<file path="src/hw/rv_decode_config.svh">
`ifndef RV_DECODE_CONFIG_SVH
`define RV_DECODE_CONFIG_SVH

// Instruction word and immediate width
`define RV_INST_W 32

// rd, rs1 and rs2 field width
`define RV_REG_ADDR_W 5

// Major opcode field, bits 6:0
`define RV_MAJOR_W 7

`endif

</file>
<file path="src/hw/rv_decode_pkg.sv">
`default_nettype none
`include "rv_decode_config.svh"

package rv_decode_pkg;

    // RV32I major opcodes, bits 6:0 of the word
    typedef enum logic [`RV_MAJOR_W-1:0] {
        MAJ_LUI      = 7'b0110111,
        MAJ_AUIPC    = 7'b0010111,
        MAJ_JAL      = 7'b1101111,
        MAJ_JALR     = 7'b1100111,
        MAJ_BRANCH   = 7'b1100011,
        MAJ_LOAD     = 7'b0000011,
        MAJ_STORE    = 7'b0100011,
        MAJ_OP_IMM   = 7'b0010011,
        MAJ_OP       = 7'b0110011,
        MAJ_MISC_MEM = 7'b0001111,
        MAJ_SYSTEM   = 7'b1110011
    } rv_major_e;

    // Illegal sits at zero so a reset pipeline reads as empty
    typedef enum logic [5:0] {
        OP_ILLEGAL = 6'd0,
        OP_LUI, OP_AUIPC, OP_JAL, OP_JALR,
        OP_BEQ, OP_BNE, OP_BLT, OP_BGE, OP_BLTU, OP_BGEU,
        OP_LB, OP_LH, OP_LW, OP_LBU, OP_LHU,
        OP_SB, OP_SH, OP_SW,
        OP_ADDI, OP_SLTI, OP_SLTIU, OP_XORI, OP_ORI, OP_ANDI,
        OP_SLLI, OP_SRLI, OP_SRAI,
        OP_ADD, OP_SUB, OP_SLL, OP_SLT, OP_SLTU,
        OP_XOR, OP_SRL, OP_SRA, OP_OR, OP_AND,
        OP_FENCE, OP_FENCE_I,
        OP_ECALL, OP_EBREAK,
        OP_CSRRW, OP_CSRRS, OP_CSRRC,
        OP_CSRRWI, OP_CSRRSI, OP_CSRRCI
    } rv_op_e;

    // Immediate layout classes
    typedef enum logic [2:0] {
        FMT_NONE = 3'd0,
        FMT_R    = 3'd1,
        FMT_I    = 3'd2,
        FMT_S    = 3'd3,
        FMT_B    = 3'd4,
        FMT_U    = 3'd5,
        FMT_J    = 3'd6
    } rv_format_e;

endpackage

`default_nettype wire

</file>
<file path="src/hw/inst_capture.sv">
`timescale 1ns/1ps
`include "rv_decode_config.svh"
`default_nettype none

module inst_capture (
    input  wire logic                  in_clk,
    input  wire logic                  in_rst,
    input  wire logic                  in_valid_i,
    input  wire logic [`RV_INST_W-1:0] in_inst_i,
    output logic                       in_ready_o,
    output logic                       cap_valid_o,
    output logic [`RV_INST_W-1:0]      cap_inst_o,
    input  wire logic                  cap_ready_i
);

    logic                  valid_q;
    logic [`RV_INST_W-1:0] inst_q;
    logic                  load;

    // Room when empty or when the held word leaves this cycle
    assign in_ready_o = !valid_q || cap_ready_i;
    assign load       = in_valid_i && in_ready_o;

    always_ff @(posedge in_clk or negedge in_rst) begin
        if (!in_rst) begin
            valid_q <= 1'b0;
            inst_q  <= '0;
        end else if (load) begin
            valid_q <= 1'b1;
            inst_q  <= in_inst_i;
        end else if (cap_ready_i) begin
            valid_q <= 1'b0;
        end
    end

    assign cap_valid_o = valid_q;
    assign cap_inst_o  = inst_q;

endmodule

`default_nettype wire

</file>
<file path="src/hw/inst_classifier.sv">
`timescale 1ns/1ps
`include "rv_decode_config.svh"
`default_nettype none

module inst_classifier
    import rv_decode_pkg::*;
(
    input  wire logic                  in_clk,
    input  wire logic                  in_rst,
    input  wire logic                  cap_valid_i,
    input  wire logic [`RV_INST_W-1:0] cap_inst_i,
    output logic                       cap_ready_o,
    output logic                       cls_valid_o,
    output rv_op_e                     cls_op_o,
    output rv_format_e                 cls_format_o,
    output logic [`RV_INST_W-1:0]      cls_inst_o,
    input  wire logic                  cls_ready_i
);

    rv_major_e             major;
    logic [2:0]            funct3;
    logic [6:0]            funct7;
    logic [11:0]           imm12;
    logic                  rd_rs1_zero;
    rv_op_e                op;
    rv_format_e            fmt_major;
    rv_format_e            fmt;
    logic                  valid_q;
    rv_op_e                op_q;
    rv_format_e            fmt_q;
    logic [`RV_INST_W-1:0] inst_q;
    logic                  load;

    assign major  = rv_major_e'(cap_inst_i[`RV_MAJOR_W-1:0]);
    assign funct3 = cap_inst_i[14:12];
    assign funct7 = cap_inst_i[31:25];
    assign imm12  = cap_inst_i[31:20];
    // Fixed zero rd and rs1 for FENCE and SYSTEM specials
    assign rd_rs1_zero = (cap_inst_i[11:7] == '0) && (cap_inst_i[19:15] == '0);

    always_comb begin
        op = OP_ILLEGAL;
        case (major)
            MAJ_LUI:   op = OP_LUI;
            MAJ_AUIPC: op = OP_AUIPC;
            MAJ_JAL:   op = OP_JAL;
            MAJ_JALR: begin
                if (funct3 == 3'b000)
                    op = OP_JALR;
            end
            MAJ_BRANCH: begin
                case (funct3)
                    3'b000:  op = OP_BEQ;
                    3'b001:  op = OP_BNE;
                    3'b100:  op = OP_BLT;
                    3'b101:  op = OP_BGE;
                    3'b110:  op = OP_BLTU;
                    3'b111:  op = OP_BGEU;
                    default: op = OP_ILLEGAL;
                endcase
            end
            MAJ_LOAD: begin
                case (funct3)
                    3'b000:  op = OP_LB;
                    3'b001:  op = OP_LH;
                    3'b010:  op = OP_LW;
                    3'b100:  op = OP_LBU;
                    3'b101:  op = OP_LHU;
                    default: op = OP_ILLEGAL;
                endcase
            end
            MAJ_STORE: begin
                case (funct3)
                    3'b000:  op = OP_SB;
                    3'b001:  op = OP_SH;
                    3'b010:  op = OP_SW;
                    default: op = OP_ILLEGAL;
                endcase
            end
            MAJ_OP_IMM: begin
                case (funct3)
                    3'b000: op = OP_ADDI;
                    3'b010: op = OP_SLTI;
                    3'b011: op = OP_SLTIU;
                    3'b100: op = OP_XORI;
                    3'b110: op = OP_ORI;
                    3'b111: op = OP_ANDI;
                    // Shifts keep funct7 in the upper immediate bits
                    3'b001: op = (funct7 == 7'b0000000) ? OP_SLLI : OP_ILLEGAL;
                    default: begin
                        if (funct7 == 7'b0000000)
                            op = OP_SRLI;
                        else if (funct7 == 7'b0100000)
                            op = OP_SRAI;
                    end
                endcase
            end
            MAJ_OP: begin
                case ({funct7, funct3})
                    10'b0000000_000: op = OP_ADD;
                    10'b0100000_000: op = OP_SUB;
                    10'b0000000_001: op = OP_SLL;
                    10'b0000000_010: op = OP_SLT;
                    10'b0000000_011: op = OP_SLTU;
                    10'b0000000_100: op = OP_XOR;
                    10'b0000000_101: op = OP_SRL;
                    10'b0100000_101: op = OP_SRA;
                    10'b0000000_110: op = OP_OR;
                    10'b0000000_111: op = OP_AND;
                    default:         op = OP_ILLEGAL;
                endcase
            end
            MAJ_MISC_MEM: begin
                // pred and succ bits are free, fm must be zero
                if (rd_rs1_zero && funct3 == 3'b000 && cap_inst_i[31:28] == 4'b0000)
                    op = OP_FENCE;
                else if (rd_rs1_zero && funct3 == 3'b001 && imm12 == 12'h000)
                    op = OP_FENCE_I;
            end
            MAJ_SYSTEM: begin
                case (funct3)
                    3'b000: begin
                        if (rd_rs1_zero && imm12 == 12'h000)
                            op = OP_ECALL;
                        else if (rd_rs1_zero && imm12 == 12'h001)
                            op = OP_EBREAK;
                    end
                    3'b001:  op = OP_CSRRW;
                    3'b010:  op = OP_CSRRS;
                    3'b011:  op = OP_CSRRC;
                    3'b101:  op = OP_CSRRWI;
                    3'b110:  op = OP_CSRRSI;
                    3'b111:  op = OP_CSRRCI;
                    default: op = OP_ILLEGAL;
                endcase
            end
            default: op = OP_ILLEGAL;
        endcase
    end

    // Format comes from the major opcode alone
    always_comb begin
        case (major)
            MAJ_LUI, MAJ_AUIPC: fmt_major = FMT_U;
            MAJ_JAL:            fmt_major = FMT_J;
            MAJ_BRANCH:         fmt_major = FMT_B;
            MAJ_STORE:          fmt_major = FMT_S;
            MAJ_OP:             fmt_major = FMT_R;
            default:            fmt_major = FMT_I;
        endcase
    end

    assign fmt = (op == OP_ILLEGAL) ? FMT_NONE : fmt_major;

    assign cap_ready_o = !valid_q || cls_ready_i;
    assign load        = cap_valid_i && cap_ready_o;

    always_ff @(posedge in_clk or negedge in_rst) begin
        if (!in_rst) begin
            valid_q <= 1'b0;
            op_q    <= OP_ILLEGAL;
            fmt_q   <= FMT_NONE;
            inst_q  <= '0;
        end else if (load) begin
            valid_q <= 1'b1;
            op_q    <= op;
            fmt_q   <= fmt;
            inst_q  <= cap_inst_i;
        end else if (cls_ready_i) begin
            valid_q <= 1'b0;
        end
    end

    assign cls_valid_o  = valid_q;
    assign cls_op_o     = op_q;
    assign cls_format_o = fmt_q;
    assign cls_inst_o   = inst_q;

endmodule

`default_nettype wire

</file>
<file path="src/hw/operand_extract.sv">
`timescale 1ns/1ps
`include "rv_decode_config.svh"
`default_nettype none

module operand_extract
    import rv_decode_pkg::*;
(
    input  wire logic                      in_clk,
    input  wire logic                      in_rst,
    input  wire logic                      cls_valid_i,
    input  wire rv_op_e                    cls_op_i,
    input  wire rv_format_e                cls_format_i,
    input  wire logic [`RV_INST_W-1:0]     cls_inst_i,
    output logic                           cls_ready_o,
    output logic                           out_valid_o,
    input  wire logic                      out_ready_i,
    output rv_op_e                         out_op_o,
    output rv_format_e                     out_format_o,
    output logic [`RV_REG_ADDR_W-1:0]      out_rd_o,
    output logic [`RV_REG_ADDR_W-1:0]      out_rs1_o,
    output logic [`RV_REG_ADDR_W-1:0]      out_rs2_o,
    output logic [`RV_INST_W-1:0]          out_imm_o
);

    logic [`RV_INST_W-1:0] w;
    logic [`RV_INST_W-1:0] imm;
    logic                  load;

    assign w = cls_inst_i;

    // Bit layout per format with the sign from bit 31
    always_comb begin
        case (cls_format_i)
            FMT_I:   imm = {{(`RV_INST_W-12){w[31]}}, w[31:20]};
            FMT_S:   imm = {{(`RV_INST_W-12){w[31]}}, w[31:25], w[11:7]};
            FMT_B:   imm = {{(`RV_INST_W-13){w[31]}}, w[31], w[7], w[30:25], w[11:8], 1'b0};
            FMT_U:   imm = {w[31:12], 12'b0};
            FMT_J:   imm = {{(`RV_INST_W-21){w[31]}}, w[31], w[19:12], w[20], w[30:21], 1'b0};
            default: imm = '0;
        endcase
    end

    assign cls_ready_o = !out_valid_o || out_ready_i;
    assign load        = cls_valid_i && cls_ready_o;

    // Outputs hold while valid and not taken
    always_ff @(posedge in_clk or negedge in_rst) begin
        if (!in_rst) begin
            out_valid_o  <= 1'b0;
            out_op_o     <= OP_ILLEGAL;
            out_format_o <= FMT_NONE;
            out_rd_o     <= '0;
            out_rs1_o    <= '0;
            out_rs2_o    <= '0;
            out_imm_o    <= '0;
        end else if (load) begin
            out_valid_o  <= 1'b1;
            out_op_o     <= cls_op_i;
            out_format_o <= cls_format_i;
            out_rd_o     <= w[11:7];
            out_rs1_o    <= w[19:15];
            out_rs2_o    <= w[24:20];
            out_imm_o    <= imm;
        end else if (out_ready_i) begin
            out_valid_o  <= 1'b0;
        end
    end

endmodule

`default_nettype wire

</file>
<file path="src/hw/rv_decoder_top.sv">
`timescale 1ns/1ps
`include "rv_decode_config.svh"
`default_nettype none

module rv_decoder_top
    import rv_decode_pkg::*;
(
    input  wire logic                      in_clk,
    input  wire logic                      in_rst,
    input  wire logic                      in_valid_i,
    input  wire logic [`RV_INST_W-1:0]     in_inst_i,
    output logic                           in_ready_o,
    output logic                           out_valid_o,
    input  wire logic                      out_ready_i,
    output rv_op_e                         out_op_o,
    output rv_format_e                     out_format_o,
    output logic [`RV_REG_ADDR_W-1:0]      out_rd_o,
    output logic [`RV_REG_ADDR_W-1:0]      out_rs1_o,
    output logic [`RV_REG_ADDR_W-1:0]      out_rs2_o,
    output logic [`RV_INST_W-1:0]          out_imm_o
);

    logic                  cap_valid;
    logic [`RV_INST_W-1:0] cap_inst;
    logic                  cap_ready;
    logic                  cls_valid;
    rv_op_e                cls_op;
    rv_format_e            cls_format;
    logic [`RV_INST_W-1:0] cls_inst;
    logic                  cls_ready;

    inst_capture i_capture (
        .in_clk      (in_clk),
        .in_rst      (in_rst),
        .in_valid_i  (in_valid_i),
        .in_inst_i   (in_inst_i),
        .in_ready_o  (in_ready_o),
        .cap_valid_o (cap_valid),
        .cap_inst_o  (cap_inst),
        .cap_ready_i (cap_ready)
    );

    inst_classifier i_classifier (
        .in_clk       (in_clk),
        .in_rst       (in_rst),
        .cap_valid_i  (cap_valid),
        .cap_inst_i   (cap_inst),
        .cap_ready_o  (cap_ready),
        .cls_valid_o  (cls_valid),
        .cls_op_o     (cls_op),
        .cls_format_o (cls_format),
        .cls_inst_o   (cls_inst),
        .cls_ready_i  (cls_ready)
    );

    // Ready runs back through all three stages in one cycle
    operand_extract i_extract (
        .in_clk       (in_clk),
        .in_rst       (in_rst),
        .cls_valid_i  (cls_valid),
        .cls_op_i     (cls_op),
        .cls_format_i (cls_format),
        .cls_inst_i   (cls_inst),
        .cls_ready_o  (cls_ready),
        .out_valid_o  (out_valid_o),
        .out_ready_i  (out_ready_i),
        .out_op_o     (out_op_o),
        .out_format_o (out_format_o),
        .out_rd_o     (out_rd_o),
        .out_rs1_o    (out_rs1_o),
        .out_rs2_o    (out_rs2_o),
        .out_imm_o    (out_imm_o)
    );

endmodule

`default_nettype wire

</file>
<file path="config.mk">
export PLATFORM = sky130hd
export DESIGN_NAME = rv_decoder_top
export DESIGN_NICKNAME = d
export VERILOG_FILES = /design/src/hw/rv_decode_pkg.sv /design/src/hw/inst_capture.sv /design/src/hw/inst_classifier.sv /design/src/hw/operand_extract.sv /design/src/hw/rv_decoder_top.sv
export VERILOG_INCLUDE_DIRS = /design/src /design/src/hw
export SDC_FILE = /design/constraint.sdc
export NUM_CORES = 1
export LEC_CHECK = 0
export ABC_AREA = 1
export BUFFER_PORTS_ARGS = -buffer_cell sky130_fd_sc_hd__clkbuf_2
export CAP_MARGIN = 20
export CORE_MARGIN = 2
export CORE_UTILIZATION = 53
export CTS_BUF_LIST = sky130_fd_sc_hd__clkbuf_4 sky130_fd_sc_hd__clkbuf_8
export DETAILED_ROUTE_END_ITERATION = 10
export PLACE_DENSITY_LB_ADDON = 0.2
export SLEW_MARGIN = 20
export SYNTH_ARGS = -nofsm -noshare
export SYNTH_HDL_FRONTEND = slang
export SYNTH_SLANG_ARGS = --single-unit
</file>
<file path="constraint.sdc">
create_clock -name in_clk -period 1.55 [get_ports in_clk]
set_input_delay 0.2325 -clock in_clk [delete_from_list [all_inputs] [get_ports in_clk]]
set_output_delay 0.2325 -clock in_clk [all_outputs]
set_load 0.05 [all_outputs]
</file>
Word-level counts from Yosys, hierarchy flattened --
Cells that the tools add are included.
Storage, ports and cells: register bits after elaboration 132, word-level logic and storage cells 99, output and inout bits 58, bits of input ports 36
Cells by class: eq/ne operators 34, multiplexer cells 24, reduce and logical (&&, ||, !) cells 28
Operator list (number):
- $pmux 32 s5 | 1
- $pmux 6 s7 | 2
- $pmux 6 s11 | 1
- $pmux 6 s10 | 1
- $eq 10x3->1 const B | 4
- $mux 6 | 5
- $eq 7x6->1 const B | 4
- $eq 7x7->1 const B | 4
- $pmux 4 s6 | 1
- $eq 3x3->1 const B | 7
- $eq 10x2->1 const B | 2
- $eq 10x9->1 const B | 2
- $pmux 4 s5 | 1
- $pmux 3 s5 | 1
- $pmux 5 s3 | 1
- $eq 7x5->1 const B | 2
- $eq 12x1->1 const B | 1
- $eq 3x2->1 const B | 4
- $logic_not 12->1 | 1
- $eq 10x1->1 const B | 1
- $logic_and 1x1->1 | 10
- $logic_not 10->1 | 1
- $logic_not 5->1 | 2
- $mux 5 | 2
- other kinds (13) | 25

Logic depth before layout (Yosys ltp) --
Gate-level depths: netlist of run 1.
depth after elaboration 9, depth in mapped cells 16, mapped depth without buffers 15

Cells and area by module --
Synthesis of run 1 repeated with hierarchy kept, for this count alone.
Second synthesis, totals: cell total of the unflattened synthesis 862, area, all modules 6453.7 um^2
By module, submodules not included:
- operand_extract | instances 1, area each 2617.5 um^2, sequential area each 1426.4 um^2, cells each 343
- inst_classifier | instances 1, area each 2501.1 um^2, sequential area each 1051.0 um^2, cells each 376
- inst_capture | instances 1, area each 1335.0 um^2, sequential area each 825.8 um^2, cells each 143

Least setup slack after synthesis of run 1 --
OpenSTA, ideal clock, no wires.
path type flip-flop to flip-flop, start point reg i_extract.out_valid_o, end point reg i_capture.inst_q[10], in the netlist i_capture.cap_inst_o[10], period minus slack after synthesis 2.066 ns, data required time 1.472 ns, arrival 1.988 ns, path slack -0.516 ns, path buffers 1, cell stages (with the launch flop) 8, library setup time 0.078 ns, path through dfrtp_1 > nand2_1 > nor2_1 > nand2_1 > nand2_1 > clkbuf_1 > nor2_1 > a21oi_1
On the way: cells in the longest elaborated chain, start to end 5
Ends and longest elaborated chain:
- start, declared | line operand_extract.sv:15 | output logic out_valid_o,
- start signal, assigned | line operand_extract.sv:49 | out_valid_o <= 1'b0;
- start signal, assigned | line operand_extract.sv:57 | out_valid_o <= 1'b1;
- start signal, assigned | line operand_extract.sv:65 | out_valid_o <= 1'b0;
- $logic_not 1->1 | line operand_extract.sv:43 | assign cls_ready_o = !out_valid_o || out_ready_i;
- $logic_or 1x1->1 | line operand_extract.sv:43
- $logic_or 1x1->1 | line inst_classifier.sv:155 | assign cap_ready_o = !valid_q || cls_ready_i;
- $logic_or 1x1->1 | line inst_capture.sv:21 | assign in_ready_o = !valid_q || cap_ready_i;
- via in_ready_o | line rv_decoder_top.sv:12 | output logic in_ready_o,
- $logic_and 1x1->1 | line inst_capture.sv:22 | assign load = in_valid_i && in_ready_o;
- end signal, assigned | line inst_capture.sv:30 | inst_q <= in_inst_i;
- end, declared | line inst_capture.sv:17 | logic [`RV_INST_W-1:0] inst_q;
The timed path passes the listed nets, and every way through them passes these cells. A chain may end at the register's enable or synchronous reset.

Final worst setup path of run 1 --
start point reg i_capture.inst_q[12], in the netlist i_capture.cap_inst_o[12], end point reg i_classifier.fmt_q[1], in the netlist i_classifier.cls_format_o[1]
On the way: cells in the longest elaborated chain, start to end 8, elaborated cells between the ends (all ways) 34, classes of those cells 16 x eq/ne; 11 x mux; 7 x reduce/logical
Ends and longest elaborated chain:
- branches (longest 5 deep; another with $eq 10x3->1)
- $pmux 6 s11 * | line inst_classifier.sv:43 | case (major)
- $logic_not 6->1 * | line inst_classifier.sv:153 | assign fmt = (op == OP_ILLEGAL) ? FMT_NONE : fmt_major;
- $mux 3 * | line inst_classifier.sv:153
- end signal, assigned | line inst_classifier.sv:167 | fmt_q <= fmt;
- end, declared | line inst_classifier.sv:30 | rv_format_e fmt_q;
Every way passes the cells marked *.

==> impl_metrics.csv, run 1 <==
group,metric,value,unit
status,status,"finished, violations left",
status,violations,"negative setup slack",
synth,synth_nets,769,
sta,tightest_slew,0.363,ns
cts,cts_max_level,4,
synth,syn_inst,733,
sta,max_freq,0.574,GHz
worst_setup_path,slowest_delay,0.54,ns
layout,final_cells,1040,
route,maxUsedRoutingLayer,"met4",
route,drc,0,
cts,cts.sinks,125,
synth,ys.warnings.count,0,
cts,cts_buffers,17,
sta,period_share,112,%
power_and_ir_drop,pwr-share-seq,39.3,%
power_and_ir_drop,swShare,41.1,%
worst_setup_path,crit_type,"flip-flop to flip-flop",
floorplan,die_y,109,µm
route,dr_wl_met3,684,µm
placed_design,gp_congestion,0.989,
layout,mostFrequentLayoutCell,"nand2_1",
worst_setup_path,reg2reg_to,"i_classifier.cls_format_o[1]",
route,wl,14900,µm
power_and_ir_drop,p_sw,4970,µW
layout,drive_above_1_share,30.1,%
grt,antenna_found_initial,0,
layout,num-fill-cells,891,
grt,first_global_vias,5086,
synth,synth_top_area_share,53.7,%
sta,rsz0062_at_grt,"yes",
cts,clockBufferDepth,2,
route,dr_total_vias,5321,
sta,period_minus_slack,1.74,ns
floorplan,initial_core_util,54.0,%
worst_setup_path,cp-startpoint,"i_capture.cap_inst_o[12]",
cts,clk_pin_slew,0.07,ns
grt,grtUsageTotal,26.9,%
worst_setup_path,reg2reg_from,"i_capture.cap_inst_o[12]",
worst_setup_path,worstPathArrival,2.08,ns
worst_setup_path,critPathLaunchType,"flip-flop",
grt,overflow,0,
worst_setup_path,critPathSlowestCell,"dfrtp_2",
layout,final_cell_mix,"nand2_1 (204), dfrtp_1 (121), clkbuf_2 (91)",
power_and_ir_drop,power_frac_clock,24.9,%
layout,nets,924,
power_and_ir_drop,power_density,1590,nW/µm²
synth,syn_area_per_cell,7.95,µm²
worst_setup_path,reg2reg_depth,12,
sta,setup_viol,7,
floorplan,ios,94,
worst_setup_path,crit_fanout,6,
power_and_ir_drop,ir_drop,0.00106,V
sta,finalHoldViolCount,0,
synth,synth_area,5830,µm²
route,wl_per_cell,14.4,µm
route,ant_nets,0,
floorplan,die_w,109,µm
layout,n_antenna_cell,0,
sta,slew_headroom,75.8,%
synth,yosys.area.top_type,"dfrtp_1",
floorplan,dieArea,11800,µm²
worst_setup_path,crit_chain,"inv_4 > buf_4 > a21oi_1 > nor2_1 > nor2_1 > nand3_2 > nor2_2 > nand3_2 > nor2_2 > nand2_2 > nand2_1 > nand2_1",
route,drt_iter0_markers,329,
cts,cts_tree,"yes",
grt,grt_max_degree,87,
worst_setup_path,r2r_slack,-0.19,ns
worst_hold_path,hold_start,"in_inst_i[12]",
floorplan,core-area,10800,µm²
sta,fin_skew,0.00893,ns
synth,seq_area_frac_synth,53.7,%
synth,yosysUniqueCellTypes,30,
cts,cts_root_buffer,"clkbuf_8",
power_and_ir_drop,leakage,0.00408,µW
floorplan,num_rows,38,
route,dr_wl_met2,7110,µm
placed_design,hpwl,10900,µm
worst_hold_path,hp-class,"primary input to flip-flop",
flow_run,drv_cap,0,
route,drtPass1Iterations,5,
power_and_ir_drop,p_comb_share,35.8,%
sta,drv_slew,0,
worst_hold_path,min_to,"i_capture.cap_inst_o[12]",
worst_setup_path,required,1.89,ns
worst_setup_path,end_kind,"flip-flop",
synth,ys_ff_latch,125,
route,via_per_inst,5.12,
sta,fin_ws,-0.193,ns
placed_design,placed_cell_area,6850,µm²
worst_hold_path,min_path_cells,3,
cts,insertion_delay,0.44,ns
placed_design,dp.cells,993,
synth,yosys-top-cells-area,"dfrtp_1 (54%), nand2_1 (14%), nor2_1 (5.2%)",
power_and_ir_drop,p_int,7110,µW
grt,grt_pass1_wl,24300,µm
layout,area_growth,30.1,%
placed_design,io_buffers,93,
layout,final_cell_area,7580,µm²
route,wirelength_met1,6830,µm
==> power groups by stage <==
stage | Clock, µW | Combinational, µW | Sequential, µW
2_1_floorplan | 0 | 1550 | 6000
6_report | 3010 | 4320 | 4760
3_3_place_gp | 0 | 4060 | 4750
4_1_cts | 3070 | 4230 | 4740
3_5_place_dp | 0 | 4130 | 4790
5_1_grt | 3200 | 4710 | 4860
==> cells in the mapped netlist, drive strengths merged <==
master and number:
o21a 1, a21o 6, o21bai 2, clkbuf 23, clkinv 2, o21ai 70
nand4 2, nand3 49, a31oi 2, inv 70, a22oi 4, nor2 91
nand2 227, mux2 2, a21oi 45, buf 5, dfrtp 125, nor3 7
==> timing repair <==
action,4_1_cts,5_1_grt
setup endpoints to repair,10,23
buffers inserted,7,6
hold endpoints to repair,24,0
gates resized for setup,21,40
hold buffers,3,0
pin swaps,7,4
==> final cells by class <==
class                           instances  area, µm²  area share, %
Sequential cell                       125       3130           41.3
Clock buffer                           25        313           4.13
Clock inverter                          6        109           1.44
Multi-Input combinational cell        508       2470           32.6
Inverter                               72        278           3.66
Timing Repair Buffer                  164       1100           14.6
Tap cell                              140        175           2.31
==> registers in the layout (all words and copies together) (netlist names), 3 cells and up <==
register	flops
i_extract.out_op_o	6
i_extract.out_format_o	3
i_classifier.cls_format_o	3
i_capture.cap_inst_o	32
i_classifier.cls_inst_o	25
i_extract.out_rd_o	5
i_extract.out_rs1_o	5
i_extract.out_imm_o	32
i_classifier.cls_op_o	6
i_extract.out_rs2_o	5
==> metrics by stage <==
step	setup TNS, ns	total power (µW)	setup WS [ns]	hold slack [ns]	util (%)
4_1_cts	-0.931	12000	-0.198	0.00538	68.7
3_3_place_gp	-1.76	8810	-0.338	0.163	63.5
6_report	-0.759	12100	-0.193	0.0298	70.3
3_5_place_dp	-1.91	8920	-0.342	0.168	63.5
2_1_floorplan	0	7540	0.00114	-0.0631	-
5_1_grt	-1.93	12800	-0.382	0.0266	70.3
==> worst max path at each step <==
stage,to,slack [ns],cells past startpoint
global route,i_classifier.cls_format_o[1],-0.38,15
CTS,i_classifier.cls_format_o[1],-0.20,15
floorplan,i_extract.out_imm_o[10],0.001,6
detailed placement,i_classifier.cls_format_o[1],-0.34,13
finish,i_classifier.cls_format_o[1],-0.19,12
global placement,i_classifier.cls_format_o[0],-0.34,13
==> logic make-up (layout without fill, tap and decap cells) <==
kind of cell	count (synthesis)	after routing	share of synthesized area (%)
buffers and inverters	100	267	6.89
AO/OA/AOI/OAI	130	130	11.9
flip-flops	125	125	53.7
AND/OR/NAND/NOR	376	376	27.1
multiplexers	2	2	0.386
==> worst max-delay path: cells and delay by family (launching register included) <==
| kind | cells | cell delay, ns |
|---|---|---|
| AOI/OAI and AO/OA | 1 | 0.12 |
| buffers and inverters | 2 | 0.23 |
| DFF | 1 | 0.54 |
| and+or+nand+nor | 9 | 0.75 |
==> layer usage <==
metal  track usage (%)  vias to the layer above
met5                 0                        -
met4              11.5                        0
met3              6.04                       29
met2              42.0                      143
met1              36.3                     2500
li1                  -                     2649
Note: power is estimated with default switching activity, not from simulation.
==> run 2: changes to the inputs <==
--- a/config.mk
+++ b/config.mk
@@ -10,7 +10,7 @@
 export BUFFER_PORTS_ARGS = -buffer_cell sky130_fd_sc_hd__clkbuf_2
 export CAP_MARGIN = 20
 export CORE_MARGIN = 2
-export CORE_UTILIZATION = 53
+export CORE_UTILIZATION = 58
 export CTS_BUF_LIST = sky130_fd_sc_hd__clkbuf_4 sky130_fd_sc_hd__clkbuf_8
 export DETAILED_ROUTE_END_ITERATION = 10
 export PLACE_DENSITY_LB_ADDON = 0.2
==> constraint.sdc (replaced) <==
create_clock -name in_clk -period 2.1 [get_ports in_clk]
set_input_delay 0.315 -clock in_clk [delete_from_list [all_inputs] [get_ports in_clk]]
set_output_delay 0.315 -clock in_clk [all_outputs]
set_load 0.05 [all_outputs]
==> run 2 against run 1 <==
  * The flow now finishes without violations
  * Wire length shrank 3.2%
  * Clock skew increased by 0.0043 ns
  * First-iteration DRC count is 4.3% higher
  * Hold slack gained 0.077 ns
==> impl_metrics.csv, run 2 (synthesis gave the netlist of run 1 again) <==
group,metric,value,unit
worst_hold_path,min_to,"i_capture.cap_inst_o[1]",
worst_setup_path,reg2reg_to,"i_extract.out_imm_o[30]",
worst_setup_path,required,2.47,ns
floorplan,initial_core_util,59.6,%
sta,rsz0062_at_grt,"no",
route,via_per_inst,5.32,
layout,mostFrequentLayoutCell,"nand2_1",
floorplan,die_y,104,µm
power_and_ir_drop,leakage,0.00371,µW
sta,fin_skew,0.0133,ns
worst_setup_path,r2r_slack,0.14,ns
worst_setup_path,end_kind,"flip-flop",
power_and_ir_drop,swShare,41.8,%
sta,period_minus_slack,1.96,ns
cts,insertion_delay,0.44,ns
floorplan,num_rows,36,
worst_hold_path,min_path_cells,2,
worst_setup_path,crit_type,"flip-flop to flip-flop",
sta,hold_slack,0.107,ns
floorplan,core-area,9770,µm²
cts,cts_root_buffer,"clkbuf_8",
route,wl_per_cell,14.9,µm
sta,max_freq,0.511,GHz
worst_setup_path,critPathLaunchType,"flip-flop",
sta,setup_viol,0,
route,drt_iter0_markers,343,
layout,final_cell_area,6890,µm²
grt,grtUsageTotal,28.3,%
worst_hold_path,hold_start,"in_inst_i[1]",
route,drc,0,
route,dr_total_vias,5175,
worst_setup_path,worstPathArrival,2.33,ns
placed_design,io_buffers,93,
floorplan,ios,94,
worst_setup_path,crit_fanout,12,
floorplan,dieArea,10900,µm²
placed_design,gp_congestion,0.861,
cts,cts_tree,"yes",
power_and_ir_drop,p_comb_share,33.0,%
power_and_ir_drop,pwr-share-seq,41.2,%
layout,area_growth,18.2,%
layout,n_antenna_cell,0,
route,drtPass1Iterations,6,
status,status,"complete, no violations",
grt,grt_max_degree,87,
power_and_ir_drop,p_int,5020,µW
worst_hold_path,hp-class,"primary input to flip-flop",
floorplan,die_w,104,µm
cts,cts_max_level,4,
worst_setup_path,reg2reg_depth,4,
grt,first_global_vias,5048,
sta,tightest_slew,0.736,ns
sta,tns,0,ns
route,ant_nets,0,
grt,grt_pass1_wl,24300,µm
placed_design,placed_cell_area,6450,µm²
power_and_ir_drop,power_density,1250,nW/µm²
route,wl,14500,µm
flow_run,drv_cap,0,
cts,clockBufferDepth,2,
power_and_ir_drop,p_sw,3610,µW
sta,finalHoldViolCount,0,
layout,num-fill-cells,782,
grt,overflow,0,
layout,nets,864,
worst_setup_path,reg2reg_from,"i_classifier.cls_format_o[0]",
power_and_ir_drop,ir_drop,0.000741,V
layout,drive_above_1_share,20.7,%
placed_design,hpwl,10600,µm
sta,period_share,93.1,%
cts,cts_buffers,17,
layout,final_cell_mix,"nand2_1 (214), dfrtp_1 (122), clkbuf_2 (92)",
sta,slew_headroom,51.0,%
grt,antenna_found_initial,0,
sta,drv_slew,0,
cts,cts.sinks,125,
power_and_ir_drop,power_frac_clock,25.9,%
cts,clk_pin_slew,0.08,ns
power_and_ir_drop,total_power,8620,µW
-- run 2: power groups by stage --
| stage | sequential [µW] | combinational, µW | clock, µW |
|---|---|---|---|
| final | 3550 | 2840 | 2230 |
| after floorplan | 4420 | 1130 | 0 |
| after CTS | 3530 | 2850 | 2250 |
| after detailed placement | 3560 | 2840 | 0 |
| after global placement | 3530 | 2790 | 0 |
| after global routing | 3610 | 3100 | 2360 |
-- run 2: metrics by stage --
step | worst slack [ns] | utilization, % | instances
after floorplan | 0.0341 | - | 733
after global placement | 0.123 | 66.0 | 941
after detailed placement | 0.122 | 66.0 | 941
after CTS | 0.0951 | 70.4 | 972
after global routing | 0.0325 | 70.5 | 972
final | 0.144 | 70.5 | 972
-- run 2: critical path, cell delays in order (launching register included) --
cell	delay (ns)
dfrtp_1	0.53
o21bai_1	0.60
nand2_1	0.38
a21oi_1	0.27
a21o_1	0.12
-- run 2: layout make-up --
| type | count | area [µm²] | share of cell area, % |
|---|---|---|---|
| flip-flops and latches | 125 | 3130 | 45.5 |
| multi-input cells | 508 | 2300 | 33.4 |
| repair buffers | 104 | 591 | 8.57 |
| clock buffers | 24 | 312 | 4.52 |
| inverters | 72 | 278 | 4.03 |
| well taps | 133 | 166 | 2.42 |
| clock inverters | 6 | 109 | 1.58 |
-- run 2: metal layers --
layer | vias up | part of all wire (%) | track usage [%]
met5 | - | 0 | 0
met4 | 0 | 2.3 | 11.5
met3 | 28 | 5.0 | 5.95
met2 | 179 | 47 | 44.4
met1 | 2436 | 46 | 38.8
li1 | 2532 | - | -
-- run 2: how the worst max path moves through the flow --
| stage | startpoint | endpoint | slack, ns |
|---|---|---|---|
| after floorplan | i_extract.out_valid_o | i_capture.cap_inst_o[10] | 0.03 |
| after global placement | i_capture.cap_inst_o[13] | i_classifier.cls_format_o[0] | 0.12 |
| after detailed placement | i_capture.cap_inst_o[12] | i_classifier.cls_format_o[1] | 0.12 |
| after CTS | i_capture.cap_inst_o[12] | i_classifier.cls_format_o[1] | 0.1 |
| after global routing | i_classifier.cls_format_o[0] | i_extract.out_imm_o[30] | 0.03 |
| final | i_classifier.cls_format_o[0] | i_extract.out_imm_o[30] | 0.14 |
-- run 2: timing repair --
action / in CTS / in global routing
hold endpoints to repair: 40 / 0
gates resized for setup: 0 / 3
endpoints found under the setup margin: 0 / 3
setup buffers: 0 / 0
hold buffers: 1 / 0
==> run 3: changes to the inputs <==
--- a/config.mk
+++ b/config.mk
@@ -13,8 +13,10 @@
 export CORE_UTILIZATION = 58
 export CTS_BUF_LIST = sky130_fd_sc_hd__clkbuf_4 sky130_fd_sc_hd__clkbuf_8
 export DETAILED_ROUTE_END_ITERATION = 10
+export GPL_TIMING_DRIVEN = 0
 export PLACE_DENSITY_LB_ADDON = 0.2
 export SLEW_MARGIN = 20
 export SYNTH_ARGS = -nofsm -noshare
 export SYNTH_HDL_FRONTEND = slang
+export SYNTH_HIERARCHICAL = 1
 export SYNTH_SLANG_ARGS = --single-unit
==> run 3 against run 2 <==
  * Largest cell class unchanged
  * Worst setup slack worse by 0.016 ns
  * Non-clock buffer count up 29
  * Hold slack lost 0.0065 ns
  * Flip-flop and latch count did not move
  * Critical path type is now flip-flop to output pin
  * Final cell count increased by 13%
  * Clock skew is 0.0023 ns higher
  * Global-route usage down 0.69 points
  * Sequential power decreased by 4%
==> impl_metrics.csv, run 3 <==
group,metric,value,unit
status,status,"complete, no violations",
sta,fin_skew,0.0156,ns
grt,grt_pass1_wl,25200,µm
worst_setup_path,required,1.78,ns
worst_setup_path,crit_fanout,10,
worst_setup_path,crit_chain,"nand2_1 > inv_1 > nand2_1 > inv_1 > nand2_4 > buf_4 > buf_6",
route,dr_total_vias,5740,
sta,setup_viol,0,
sta,slew_headroom,64.4,%
worst_setup_path,crit_family,"buffers and inverters",
worst_setup_path,crit_buf_inv,4,
route,via_per_inst,5.21,
synth,synth_nets,875,
route,maxUsedRoutingLayer,"met4",
sta,hold_slack,0.101,ns
power_and_ir_drop,total_power,8370,µW
sta,drv_slew,0,
route,drc,0,
layout,n_antenna_cell,0,
sta,period_share,93.9,%
route,dr_wl_met3,728,µm
layout,final_cells,1101,
sta,rsz0062_at_grt,"no",
grt,overflow,0,
synth,syn_area_per_cell,7.40,µm²
route,drtPass1Iterations,7,
floorplan,initial_core_util,59.9,%
route,wl,14900,µm
sta,tightest_slew,0.534,ns
worst_setup_path,crit_type,"flip-flop to output pin",
layout,area_growth,17.8,%
cts,cts_max_level,4,
worst_setup_path,reg2reg_from,"i_capture/cap_inst_o[12]",
floorplan,ios,94,
worst_setup_path,reg2reg_to,"i_classifier/cls_format_o[1]",
grt,first_global_vias,5336,
sta,tns,0,ns
cts,cts.sinks,125,
floorplan,die_w,107,µm
grt,grt_max_degree,84,
route,ant_nets,0,
power_and_ir_drop,swShare,43.2,%
power_and_ir_drop,power_frac_clock,26.4,%
flow_run,drv_cap,0,
sta,max_freq,0.507,GHz
cts,cts_tree,"yes",
layout,nets,988,
route,wl_per_cell,13.5,µm
synth,synth_area,6210,µm²
power_and_ir_drop,leakage,0.00426,µW
placed_design,gp_congestion,0.949,
sta,finalHoldViolCount,0,
cts,clk_pin_slew,0.09,ns
placed_design,io_buffers,92,
worst_setup_path,critPathSlowestCell,"dfrtp_1",
worst_setup_path,critPathLaunchType,"flip-flop",
layout,mostFrequentLayoutCell,"nand2_1",
sta,period_minus_slack,1.97,ns
worst_hold_path,min_to,"i_capture/cap_inst_o[15]",
power_and_ir_drop,power_density,1140,nW/µm²
power_and_ir_drop,ir_drop,0.000650,V
floorplan,core-area,10400,µm²
worst_hold_path,hp-class,"primary input to flip-flop",
worst_setup_path,r2r_slack,0.22,ns
power_and_ir_drop,p_comb_share,32.9,%
floorplan,die_y,107,µm
route,drt_iter0_markers,412,
worst_setup_path,end_kind,"output pin",
cts,cts_root_buffer,"clkbuf_8",
route,dr_wl_met2,6970,µm
route,wirelength_met1,6900,µm
cts,cts_buffers,17,
worst_setup_path,worstPathArrival,1.66,ns
synth,syn_inst,839,
worst_setup_path,slowest_delay,0.38,ns
power_and_ir_drop,p_sw,3620,µW
worst_hold_path,hold_start,"in_inst_i[15]",
cts,insertion_delay,0.43,ns
synth,ys.warnings.count,6,
floorplan,dieArea,11600,µm²
placed_design,hpwl,10900,µm
worst_setup_path,reg2reg_depth,14,
cts,clockBufferDepth,2,
worst_setup_path,cp-startpoint,"i_extract/out_valid_o",
cts,cts_setup_buffers,0,
floorplan,num_rows,37,
power_and_ir_drop,pwr-share-seq,40.7,%
layout,final_cell_mix,"nand2_1 (415), dfrtp_1 (125), clkbuf_2 (90)",
power_and_ir_drop,p_int,4760,µW
placed_design,dp.cells,1068,
grt,grtUsageTotal,27.6,%
layout,drive_above_1_share,18.9,%
worst_hold_path,min_path_cells,3,
grt,antenna_found_initial,0,
-- run 3: worst reg2reg max path, stage by stage (launching register included) --
cell     delay (ns)
dfrtp_1        0.42
inv_1          0.21
nand2_4        0.10
nand2_2        0.12
inv_2          0.04
nand2_1        0.08
nand2_1        0.07
nand2_2        0.08
nand2_1        0.05
nor2_1         0.17
nand3_1        0.11
nor2_2         0.11
nand3_2        0.09
nand2_1        0.08
nand2_1        0.05
-- run 3: power groups by stage --
| stage | clock network [µW] | registers, µW | logic, µW |
|---|---|---|---|
| 6_report | 2210 | 3410 | 2750 |
| 5_1_grt | 2360 | 3470 | 3020 |
| 4_1_cts | 2240 | 3400 | 2750 |
| 3_5_place_dp | 0 | 3440 | 2730 |
| 3_3_place_gp | 0 | 3430 | 2670 |
| 2_1_floorplan | 0 | 4180 | 1190 |
-- run 3: repair_timing --
item | CTS | global route
gates resized for setup | 1 | 2
setup endpoints to repair | 1 | 1
hold buffers | 1 | 0
endpoints found under the hold margin | 42 | 0
-- run 3: how the worst max path moves through the flow --
stage                                   endpoint  cells after the start
floorplan           i_classifier/cls_format_o[2]                      8
global placement         i_capture/cap_inst_o[6]                      1
detailed placement  i_classifier/cls_format_o[1]                     14
CTS                                   in_ready_o                      7
global route        i_classifier/cls_format_o[1]                     11
finish                                in_ready_o                      7
-- run 3: layer usage --
layer	vias to the layer above	GRT usage, %
met3	24	4.78
met1	2664	39.1
met2	205	43.8
met5	-	0
met4	0	8.61
li1	2847	-
-- run 3: area by class of cell --
class                      count  area (µm²)
sequential                   125        3130
fill                         880        3050
inverter                      52         195
clock inverter                14         176
timing repair buffer          94         513
tap                          136         170
buffer                        39         240
multi-input combinational    623        2650
clock buffer                  18         248
-- run 3: per-stage QoR --
step | area (µm²) | worst slack, ns | utilization, %
final | 7320 | 0.128 | 70.6
after global routing | 7320 | 0.00773 | 70.6
after CTS | 7320 | 0.0421 | 70.5
after detailed placement | 6880 | 0.264 | 66.3
after global placement | 6840 | -1.13 | 66.0
after floorplan | 6210 | 0.472 | -
